<file path="src/include/list_walk_cfg.svh">
`ifndef LIST_WALK_CFG_SVH
`define LIST_WALK_CFG_SVH

// ==============================
// Address widths
// ==============================

// Host byte address width
`define LW_BYTE_ADDR_W 32

// Bits that select a byte within one 64-byte line
`define LW_LINE_OFS_W 6

// APB address bus width
`define LW_APB_ADDR_W 8

// ==============================
// Walker parameters
// ==============================

// Width of the record and data-word counters
`define LW_CNT_W 16

// Each record spans four lines and line 0 holds the next pointer
`define LW_REC_LINES 4

// Starting value of the hash for every traversal
`define LW_HASH_SEED 32'h0000_0001

// ==============================
// APB register byte offsets
// ==============================

`define LW_REG_RESULT   8'h00
`define LW_REG_START    8'h04
`define LW_REG_LIST_LEN 8'h08
`define LW_REG_DATA_CNT 8'h0C

`endif

</file>
<file path="src/logic/list_walk_pkg.sv">
`include "list_walk_cfg.svh"

package list_walk_pkg;

    // ==============================
    // Scalar types
    // ==============================

    // A full host byte address
    typedef logic [`LW_BYTE_ADDR_W-1:0] byte_addr_t;

    // Line address, which is a byte address with the offset bits removed
    typedef logic [`LW_BYTE_ADDR_W-`LW_LINE_OFS_W-1:0] line_addr_t;

    typedef logic [31:0] hash_t;
    typedef logic [`LW_CNT_W-1:0] count_t;

    // Index of a line inside one record
    typedef logic [$clog2(`LW_REC_LINES)-1:0] cl_num_t;

    // ==============================
    // Bus structures
    // ==============================

    // Host-driven half of APB
    typedef struct packed {
        logic                      psel;
        logic                      penable;
        logic                      pwrite;
        logic [`LW_APB_ADDR_W-1:0] paddr;
        logic [31:0]               pwdata;
    } apb_req_t;

    // Slave-driven half of APB
    typedef struct packed {
        logic [31:0] prdata;
        logic        pready;
        logic        pslverr;
    } apb_rsp_t;

    // One request fetches a whole record starting at addr
    typedef struct packed {
        logic       valid;
        line_addr_t addr;
    } rd_req_t;

    // Lines come back one per beat and only the low word is kept
    typedef struct packed {
        logic        valid;
        cl_num_t     cl_num;
        logic [31:0] data;
    } rd_rsp_t;

    // Result write carries just the hash
    typedef struct packed {
        logic       valid;
        line_addr_t addr;
        hash_t      hash;
    } wr_req_t;

    // Decoded next pointer taken from line 0 of a record
    typedef struct packed {
        logic       valid;
        line_addr_t addr;
        logic       end_of_list;
    } next_ptr_t;

    // Traversal FSM states
    typedef enum logic [1:0] {
        IDLE,
        RUN,
        END_OF_LIST,
        WRITE_RESULT
    } walk_state_t;

    // ==============================
    // Address conversion
    // ==============================

    // Drop the byte-within-line bits
    function automatic line_addr_t to_line_addr(input byte_addr_t addr);
        return addr[`LW_BYTE_ADDR_W-1:`LW_LINE_OFS_W];
    endfunction

    // Append zero offset bits to get back a byte address
    function automatic byte_addr_t to_byte_addr(input line_addr_t addr);
        return {addr, {`LW_LINE_OFS_W{1'b0}}};
    endfunction

endpackage

</file>
<file path="src/logic/list_walk_ctrl.sv">
`timescale 1ns/1ps

module list_walk_ctrl
(
    input  logic                      clk,
    input  logic                      reset,
    input  logic                      start,
    input  list_walk_pkg::line_addr_t start_addr,
    input  list_walk_pkg::line_addr_t result_addr,
    input  list_walk_pkg::next_ptr_t  next_ptr,
    input  logic                      last_beat,
    input  list_walk_pkg::hash_t      hash,
    output list_walk_pkg::rd_req_t    rd_req,
    input  logic                      rd_full,
    output list_walk_pkg::wr_req_t    wr_req,
    input  logic                      wr_full,
    output list_walk_pkg::count_t     list_len
);
    import list_walk_pkg::*;

    walk_state_t state;

    // A read is owed to the host but not yet sent
    logic       rd_needed;
    // Address of the owed read, held while the host is full
    line_addr_t rd_addr;
    // The owed read goes out at this edge
    logic       rd_issue;

    assign rd_issue = rd_needed && !rd_full;

    // ==============================
    // Traversal FSM
    // ==============================

    always_ff @(posedge clk)
    begin
        if (reset)
        begin
            state <= IDLE;
        end
        else
        begin
            case (state)
                IDLE:
                begin
                    if (start)
                    begin
                        state <= RUN;
                    end
                end
                RUN:
                begin
                    // Line 0 held a NULL pointer, so this record is the last
                    if (next_ptr.valid && next_ptr.end_of_list)
                    begin
                        state <= END_OF_LIST;
                    end
                end
                END_OF_LIST:
                begin
                    // Wait until the final data line has entered the hash
                    if (last_beat)
                    begin
                        state <= WRITE_RESULT;
                    end
                end
                WRITE_RESULT:
                begin
                    // The write leaves on the same edge as this transition
                    if (!wr_full)
                    begin
                        state <= IDLE;
                    end
                end
                default:
                begin
                    state <= IDLE;
                end
            endcase
        end
    end

    // ==============================
    // Read request
    // ==============================

    // Only one record is in flight, so a new need never overlaps a held one
    always_ff @(posedge clk)
    begin
        if (reset)
        begin
            rd_needed <= 1'b0;
        end
        else if (rd_needed)
        begin
            // Keep the need for as long as the host stays full
            rd_needed <= rd_full;
        end
        else
        begin
            rd_needed <= start || (next_ptr.valid && !next_ptr.end_of_list);
        end
    end

    always_ff @(posedge clk)
    begin
        if (!rd_needed && (start || next_ptr.valid))
        begin
            rd_addr <= start ? start_addr : next_ptr.addr;
        end
    end

    // Registered issue so the request reflects rd_full of the previous cycle
    always_ff @(posedge clk)
    begin
        rd_req.addr <= rd_addr;
        if (reset)
        begin
            rd_req.valid <= 1'b0;
        end
        else
        begin
            rd_req.valid <= rd_issue;
        end
    end

    // Every issued read is one record of the list
    always_ff @(posedge clk)
    begin
        if (reset || start)
        begin
            list_len <= '0;
        end
        else if (rd_issue)
        begin
            list_len <= list_len + 1'b1;
        end
    end

    // ==============================
    // Result write
    // ==============================

    always_ff @(posedge clk)
    begin
        wr_req.addr <= result_addr;
        wr_req.hash <= hash;
        if (reset)
        begin
            wr_req.valid <= 1'b0;
        end
        else
        begin
            wr_req.valid <= (state == WRITE_RESULT) && !wr_full;
        end
    end

endmodule

</file>
<file path="src/logic/list_walk_regs.sv">
`timescale 1ns/1ps

`include "list_walk_cfg.svh"

module list_walk_regs
(
    input  logic                      clk,
    input  logic                      reset,
    input  list_walk_pkg::apb_req_t   apb_req,
    output list_walk_pkg::apb_rsp_t   apb_rsp,
    output list_walk_pkg::line_addr_t result_addr,
    output logic                      start,
    output list_walk_pkg::line_addr_t start_addr,
    input  list_walk_pkg::count_t     list_len,
    input  list_walk_pkg::count_t     data_cnt
);
    import list_walk_pkg::*;

    // High during the access phase of any transfer
    logic        access;
    // The offset maps to a register
    logic        reg_hit;
    // The mapped register can only be read
    logic        reg_ro;
    // Read data for the current offset
    logic [31:0] rd_data;
    // A write that lands on a writable register
    logic        wr_ok;

    // pready is tied high, so the access phase always ends in one cycle
    assign access = apb_req.psel && apb_req.penable;

    // ==============================
    // Offset decode
    // ==============================

    always_comb
    begin
        reg_hit = 1'b1;
        reg_ro  = 1'b0;
        rd_data = '0;
        case (apb_req.paddr)
            `LW_REG_RESULT:
            begin
                // Result address reads back in byte form
                rd_data = to_byte_addr(result_addr);
            end
            `LW_REG_START:
            begin
                // Reading START returns the last start address
                rd_data = to_byte_addr(start_addr);
            end
            `LW_REG_LIST_LEN:
            begin
                reg_ro  = 1'b1;
                rd_data = 32'(list_len);
            end
            `LW_REG_DATA_CNT:
            begin
                reg_ro  = 1'b1;
                rd_data = 32'(data_cnt);
            end
            default:
            begin
                reg_hit = 1'b0;
            end
        endcase
    end

    assign wr_ok = access && apb_req.pwrite && reg_hit && !reg_ro;

    // Response is combinational from the access phase
    always_comb
    begin
        apb_rsp.prdata  = (access && !apb_req.pwrite) ? rd_data : '0;
        apb_rsp.pready  = 1'b1;
        // Unmapped offsets and writes to counters both raise an error
        apb_rsp.pslverr = access && (!reg_hit || (apb_req.pwrite && reg_ro));
    end

    // ==============================
    // Writable registers
    // ==============================

    always_ff @(posedge clk)
    begin
        if (reset)
        begin
            result_addr <= '0;
            start_addr  <= '0;
            start       <= 1'b0;
        end
        else
        begin
            // start is a one-cycle pulse in the cycle after the write
            start <= wr_ok && (apb_req.paddr == `LW_REG_START);

            if (wr_ok && (apb_req.paddr == `LW_REG_RESULT))
            begin
                result_addr <= to_line_addr(apb_req.pwdata);
            end

            // The written value of START is the head of the list
            if (wr_ok && (apb_req.paddr == `LW_REG_START))
            begin
                start_addr <= to_line_addr(apb_req.pwdata);
            end
        end
    end

endmodule

</file>
<file path="src/logic/list_walk_rsp.sv">
`timescale 1ns/1ps

`include "list_walk_cfg.svh"

module list_walk_rsp
(
    input  logic                     clk,
    input  logic                     reset,
    input  logic                     start,
    input  list_walk_pkg::rd_rsp_t   rd_rsp,
    output list_walk_pkg::next_ptr_t next_ptr,
    output logic                     last_beat,
    output list_walk_pkg::hash_t     hash,
    output list_walk_pkg::count_t    data_cnt
);
    import list_walk_pkg::*;

    // Rotation applied to the hash before each new word is mixed in
    localparam int unsigned HASH_ROT = 5;

    // Registered copy of the incoming beat
    rd_rsp_t    rsp_q;
    // Line 0 of a record carries the next pointer
    logic       is_ptr;
    // Lines 1 to 3 carry data for the hash
    logic       data_en;
    // Pointer value converted to a line address
    line_addr_t ptr_addr;

    // Fold one data word into the running hash
    function automatic hash_t hash_fold(input hash_t h, input logic [31:0] word);
        hash_t rot;
        rot = (h << HASH_ROT) | (h >> ($bits(hash_t) - HASH_ROT));
        return rot ^ word;
    endfunction

    // ==============================
    // Response register
    // ==============================

    always_ff @(posedge clk)
    begin
        rsp_q.cl_num <= rd_rsp.cl_num;
        rsp_q.data   <= rd_rsp.data;
        if (reset)
        begin
            rsp_q.valid <= 1'b0;
        end
        else
        begin
            rsp_q.valid <= rd_rsp.valid;
        end
    end

    assign is_ptr   = rsp_q.valid && (rsp_q.cl_num == '0);
    assign data_en  = rsp_q.valid && (rsp_q.cl_num != '0);
    assign ptr_addr = to_line_addr(rsp_q.data);

    // ==============================
    // Pointer decode
    // ==============================

    // A zero pointer marks the last record
    always_comb
    begin
        next_ptr.valid       = is_ptr;
        next_ptr.addr        = ptr_addr;
        next_ptr.end_of_list = is_ptr && (ptr_addr == '0);
    end

    // Last line of a record, which ends the walk once the NULL pointer is seen
    assign last_beat = data_en && (rsp_q.cl_num == cl_num_t'(`LW_REC_LINES - 1));

    // ==============================
    // Hash and data counter
    // ==============================

    // Hash restarts from the seed for each walk
    always_ff @(posedge clk)
    begin
        if (reset || start)
        begin
            hash <= `LW_HASH_SEED;
        end
        else if (data_en)
        begin
            hash <= hash_fold(hash, rsp_q.data);
        end
    end

    always_ff @(posedge clk)
    begin
        if (reset || start)
        begin
            data_cnt <= '0;
        end
        else if (data_en)
        begin
            data_cnt <= data_cnt + 1'b1;
        end
    end

endmodule

</file>
<file path="src/logic/list_walk_top.sv">
`timescale 1ns/1ps

module list_walk_top
(
    input  logic                    clk,
    input  logic                    reset,
    input  list_walk_pkg::apb_req_t apb_req,
    output list_walk_pkg::apb_rsp_t apb_rsp,
    output list_walk_pkg::rd_req_t  rd_req,
    input  logic                    rd_full,
    input  list_walk_pkg::rd_rsp_t  rd_rsp,
    output list_walk_pkg::wr_req_t  wr_req,
    input  logic                    wr_full
);
    import list_walk_pkg::*;

    // Configuration from the register block
    line_addr_t result_addr;
    logic       start;
    line_addr_t start_addr;

    // Status returned for APB reads
    count_t     list_len;
    count_t     data_cnt;

    // Response path toward the FSM
    hash_t      hash;
    next_ptr_t  next_ptr;
    logic       last_beat;

    // APB register block
    list_walk_regs regs_i
    (
        .clk,
        .reset,
        .apb_req,
        .apb_rsp,
        .result_addr,
        .start,
        .start_addr,
        .list_len,
        .data_cnt
    );

    // Traversal FSM and request issue
    list_walk_ctrl ctrl_i
    (
        .clk,
        .reset,
        .start,
        .start_addr,
        .result_addr,
        .next_ptr,
        .last_beat,
        .hash,
        .rd_req,
        .rd_full,
        .wr_req,
        .wr_full,
        .list_len
    );

    // Read response decode and hashing
    list_walk_rsp rsp_i
    (
        .clk,
        .reset,
        .start,
        .rd_rsp,
        .next_ptr,
        .last_beat,
        .hash,
        .data_cnt
    );

endmodule

</file>
<file path="config.mk">
export PLATFORM = sky130hd
export DESIGN_NAME = list_walk_top
export DESIGN_NICKNAME = d
export VERILOG_FILES = /design/src/logic/list_walk_pkg.sv /design/src/logic/list_walk_ctrl.sv /design/src/logic/list_walk_regs.sv /design/src/logic/list_walk_rsp.sv /design/src/logic/list_walk_top.sv
export VERILOG_INCLUDE_DIRS = /design/src /design/src/include
export SDC_FILE = /design/constraint.sdc
export NUM_CORES = 1
export LEC_CHECK = 0
export BUFFER_PORTS_ARGS = -buffer_cell sky130_fd_sc_hd__buf_4
export CAP_MARGIN = 20
export CORE_MARGIN = 2
export CORE_UTILIZATION = 48
export CTS_BUF_LIST = sky130_fd_sc_hd__clkbuf_8 sky130_fd_sc_hd__clkbuf_16
export DETAILED_ROUTE_END_ITERATION = 6
export GPL_TIMING_DRIVEN = 0
export PLACE_DENSITY = 0.86
export SKIP_CTS_REPAIR_TIMING = 1
export SYNTH_ARGS = -nofsm -noshare
export SYNTH_HDL_FRONTEND = slang
export SYNTH_SLANG_ARGS = --single-unit
</file>
<file path="constraint.sdc">
create_clock -name clk -period 2.15 [get_ports clk]
set_input_delay 0 -clock clk [delete_from_list [all_inputs] [get_ports clk]]
set_output_delay 0 -clock clk [all_outputs]
set_load 0.005 [all_outputs]
</file>
After elaboration in Yosys (flattened, before gate mapping) --
Index checks and enable logic that the tools add are counted. W data, S select, Z words.
Word-level totals: word-level logic and storage cells 80, bits of input ports 82, output and inout port bits 120, flip-flop bits (word level) 267
Operators by class: equality and inequality tests 11, add/subtract/negate cells 2, mux-type cells 11, bitwise operators 2, reductions and logical operators 37
Operators by type and width (count):
- $pmux W32 S4 | 1
- $add A16 B1 Y16 const B | 2
- $mux W32 | 1
- $or A32 B5 Y32 | 1
- $xor A32 B32 Y32 | 1
- $logic_not A26 Y1 | 1
- $mux W26 | 1
- $logic_and A1 B1 Y1 | 18
- $eq A8 B4 Y1 const B | 2
- $eq A8 B3 Y1 const B | 1
- $logic_not A8 Y1 | 1
- $mux W2 | 4
- $pmux W2 S4 | 1
- $logic_not A1 Y1 | 7
- $eq A2 B2 Y1 const B | 3
- $logic_not A2 Y1 | 2
- $logic_or A1 B1 Y1 | 4
- $ne A2 B1 Y1 const B | 2
- $ne A2 B2 Y1 const B | 2
- $reduce_and A4 Y1 | 1
- $reduce_or A4 Y1 | 1
- $mux W1 | 3
- $eq A2 B1 Y1 const B | 1
- $reduce_bool A2 Y1 | 1
- $reduce_or A2 Y1 | 1

Longest topological paths before layout --
depth in word-level cells 7, gate-level depth with buffers 7, mapped depth without buffers 6

Modules after synthesis --
A second synthesis with hierarchy kept.
Unflattened totals: cell total of the unflattened synthesis 837, area, all modules 9711.8 um^2
Modules (own cells, without submodules):
- list_walk_ctrl | area an instance 3761.1 um^2, cells an instance 255, instances 1
- list_walk_rsp | area an instance 3027.9 um^2, cells an instance 294, instances 1
- list_walk_regs | area an instance 2922.8 um^2, cells an instance 288, instances 1

Worst setup path after synthesis --
OpenSTA, ideal clock, no wires.
path kind register -> register, start reg regs_i.start, end reg ctrl_i.rd_addr[0] (enable), path slack -0.255 ns, path buffers 2, clock period less this slack 2.405 ns, cell stages (with the launch flop) 5, data arrival time 1.996 ns, path through dfxtp_1 -> clkbuf_1 -> buf_1 -> nor2_1 -> nor2_1
On the way: longest elaborated chain between the ends 2
Ends and longest elaborated chain:
- from (decl) | RTL line list_walk_regs.sv:12 | output logic start,
- from (signal assigned) | RTL line list_walk_regs.sv:96 | start <= wr_ok && (apb_req.paddr == `LW_REG_START);
- $logic_or A1 B1 Y1 | RTL line list_walk_ctrl.sv:108 | if (!rd_needed && (start || next_ptr.valid))
- $logic_and A1 B1 Y1 | RTL line list_walk_ctrl.sv:108
- to (signal assigned) | RTL line list_walk_ctrl.sv:110 | rd_addr <= start ? start_addr : next_ptr.addr;
- to (decl) | RTL line list_walk_ctrl.sv:26 | line_addr_t rd_addr;
Every way passes these cells. A chain may end at the register's enable or synchronous reset.

Final worst setup path --
start reg ctrl_i.state[0], end reg ctrl_i.state[1]
On the way: longest elaborated chain between the ends 3, elaborated cells between the ends (all ways) 10, those cells by class 7 x eq/ne; 1 x mux; 2 x reduce/logical
Ends and longest elaborated chain:
- from (decl) | RTL line list_walk_ctrl.sv:21 | walk_state_t state;
- from (signal assigned) | RTL line list_walk_ctrl.sv:40 | state <= IDLE;
- from (signal assigned) | RTL line list_walk_ctrl.sv:49 | state <= RUN;
- from (signal assigned) | RTL line list_walk_ctrl.sv:57 | state <= END_OF_LIST;
- $eq A2 B2 Y1, or another cell as far along | RTL line list_walk_ctrl.sv:44 | case (state)
- $ne A2 B1 Y1 (no source line) / $ne A2 B2 Y1 (equally long branches)
- $reduce_and A4 Y1 (no source line)
Parallel ways exist; a longest one is shown, timed or not.

==> metrics.cfg <==
[status]
status=complete, no violations

[pwr]
power.switching_mw=2.33
finalPower_mw=10.4
p_clk_share_pct=42.1
combPwrFrac_pct=6.9
p_sw_share_pct=22.4
pwr-share-seq_pct=51.0
ir_drop_uv=518
p_int_mw=8.08
p_leak_nw=4.86
power.density_nw_per_um2=820

[placed_design]
io_buffers=193
gp_congestion=0.858
placed_cells=1321
placed_cell_area_um2=11100
hpwl_mm=18.7

[logic_synthesis]
ys_ff_latch=267
ys_types=54
syn_area_um2=9320
yosysWarnings=0
syn_inst=867
synth_top_area_share_pct=51.8
synth_nets=955
syn_area_per_cell_um2=10.7
synthTopCellsByArea=dfxtp_1 (52%), edfxtp_1 (8.4%), nand2_1 (4.7%)
synth_ff_type=dfxtp_1
synth_edf_count=26
yosys.area.top_type=dfxtp_1
async_flop_share_pct=0
seq_area_frac_synth_pct=60.2

[route]
first_iter_violations=712
drt_wl_total_mm=28.1
viasPerCell=5.53
wl_per_cell_um=19.4
num_vias=7982
drc_errors=0
drt_first_pass_iters=7
drtAntennaViolNets=0

[floorplanning]
die_x_um=143
core_area_um2=18900
die_h_um=143
start_util_pct=49.3
rows=50
dieArea_um2=20500
io_pins=202

[sta]
period_minus_slack_ns=2.11
slew_viol_final=0
hold_viol=0
timing.final.crit_share_pct=98.3
whs_ns=0.0640
setup_tns_ns=0
setup_violations=0
worst_slew_pin_slew_ns=0.847
slew_headroom_pct=43.5
finalClockSkew_ns=0.0108
fmax_mhz=473

[clocking]
cts_made_buffers=26
htree_levels=1
clk_latency_ns=0.52
cts_tree=done
clkTransAtPathRegs_ns=0.07
clockRootBuffer=clkbuf_16
clockBufferDepth=3
cts.sinks=267

[critical_path]
crit_arrival_ns=2.49
startpoint_type=flop
cp_max_fo=4
cp-end-kind=flop
crit_required_ns=2.53
path_class=reg2reg

[cells_and_area]
num-nets-final=1252
area_delta_synth_final_pct=36.2
n_antenna_cell=0
fin_area_um2=12700
layout-drive-gt1-share_pct=28.4
final_cells=1443

[job]
maxCapViolCount=0

[global_routing]
grt_pass1_vias=7279
antenna_found_initial=0
grt_max_degree=21
grt_overflow=0
grt_pass1_wl_mm=39.2
grt_use_total_pct=24.4

[min_path]
hold_path_class=in2reg

critical path, stage by stage, from the launching register on:
cell,delay [ns]
dfxtp_1,0.41
inv_1,0.11
ha_1,0.23
a222oi_1,0.76
mux2i_1,0.32
o311ai_1,0.14
worst paths after layout:
kind / from / endpoint / slack (ns) / cells after the start
min reg2reg: ctrl_i.rd_addr[2] / ctrl_i.rd_req[2] / 0.34 / 0
max reg2reg: ctrl_i.state[0] / ctrl_i.state[1] / 0.04 / 5
max: ctrl_i.state[0] / ctrl_i.state[1] / 0.04 / 5
min: rd_full / ctrl_i.rd_req[26] / 0.06 / 4
sequential cells by signal, summed over array words and instances (netlist names):
register,cells
ctrl_i.wr_req,59
rsp_i.data_cnt,16
rsp_i.rsp_q,9
ctrl_i.state,2
rsp_i.next_ptr,26
ctrl_i.rd_addr,26
ctrl_i.list_len,16
ctrl_i.rd_needed,1
regs_i.start_addr,26
rsp_i.hash,32
regs_i.result_addr,26
regs_i.start,1
ctrl_i.rd_req,27
area by class of cell:
| type | count | area, um2 |
|---|---|---|
| buffer | 50 | 284 |
| clock buffer | 33 | 769 |
| clock inverter | 14 | 65.1 |
| fill | 1330 | 6200 |
| inverter | 6 | 22.5 |
| multi-input combinational | 544 | 3430 |
| sequential | 267 | 5610 |
| tap | 260 | 325 |
| timing repair buffer | 269 | 2190 |
cells in the final DEF (no fill, tap or decap), types with 4 or more instances in the layout:
cell,instances
nor4_1,9
buf_2,11
mux2i_1,5
edfxtp_1,26
buf_4,202
xor2_1,9
xnor2_1,41
buf_6,6
clkbuf_8,5
o21ai_0,5
buf_1,4
clkbuf_16,28
dlygate4sd3_1,67
nor4_4,4
a22oi_1,42
a211oi_1,33
ha_1,6
nand2_1,117
clkinv_2,6
inv_1,13
nor2b_1,4
clkbuf_2,5
clkbuf_1,21
dfxtp_1,241
nor2_1,83
nand3_1,6
a21oi_2,18
and3_1,5
mux2_2,26
or4_1,4
nand4_1,15
nand2_2,10
a21oi_1,53
nor3_1,5
or3_1,6
cell usage after synthesis (2+ instances only):
cell and count:
a41o_1 2, inv_1 6, edfxtp_1 26, o311ai_1 2, o31ai_1 3, nand4b_1 2, buf_1 6, and2_1 2
nand4_1 15, mux2_2 26, buf_6 6, nor3b_1 3, mux2i_1 5, and4_1 3, a22oi_1 42, and3_1 5
buf_2 11, xnor2_1 41, nor4_1 9, or2_2 2, a211oi_1 33, a21oi_2 18, a31oi_1 2, nand3_1 6
dfxtp_1 241, o21ai_0 5, nor2_1 84, clkbuf_1 24, xor2_1 9, or4_4 3, a21oi_1 53, or3_1 6
or4_1 4, nor3_1 6, nand2_1 117, nor2b_1 4, nor4_4 4, ha_1 6, nand2_2 10
cells by family after synthesis:
| logic type | Yosys count | synth area share (%) |
|---|---|---|
| AND/OR/NAND/NOR | 290 | 15.2 |
| flip-flops | 267 | 60.2 |
| AO/OA/AOI/OAI | 166 | 12.2 |
| buffers and inverters | 56 | 3.22 |
| XOR/XNOR | 50 | 4.70 |
| multiplexers | 31 | 3.68 |
| adder cells (fa/ha/maj) | 6 | 0.806 |
| other | 1 | 0.0402 |
power by group through the flow:
stage               logic [mW]  clock network (mW)  registers (mW)
global placement         0.567                   0            5.40
floorplan                0.303                   0            5.37
CTS                      0.597                4.38            5.30
global route             0.770                4.61            5.31
finish                   0.718                4.39            5.31
detailed placement       0.586                   0            5.40
layer usage:
metal  track usage [%]  routed length, um  part of all wire [%]  up-vias
met5                 0                  0                     0        -
met4              9.75               1260                   4.5        0
met3              4.13               2120                   7.5       98
met2              42.5              13800                    49      470
met1              30.3              10900                    39     3795
li1                  -                  -                     -     3619
stage by stage:
stage | setup slack [ns] | util (%)
after floorplan | 0.161 | -
after global routing | -0.0411 | 67.2
after detailed placement | -0.0343 | 58.8
after CTS | -0.0951 | 63.2
after global placement | -0.435 | 58.7
final | 0.0361 | 67.2
Power figures use the tool's default switching activity.
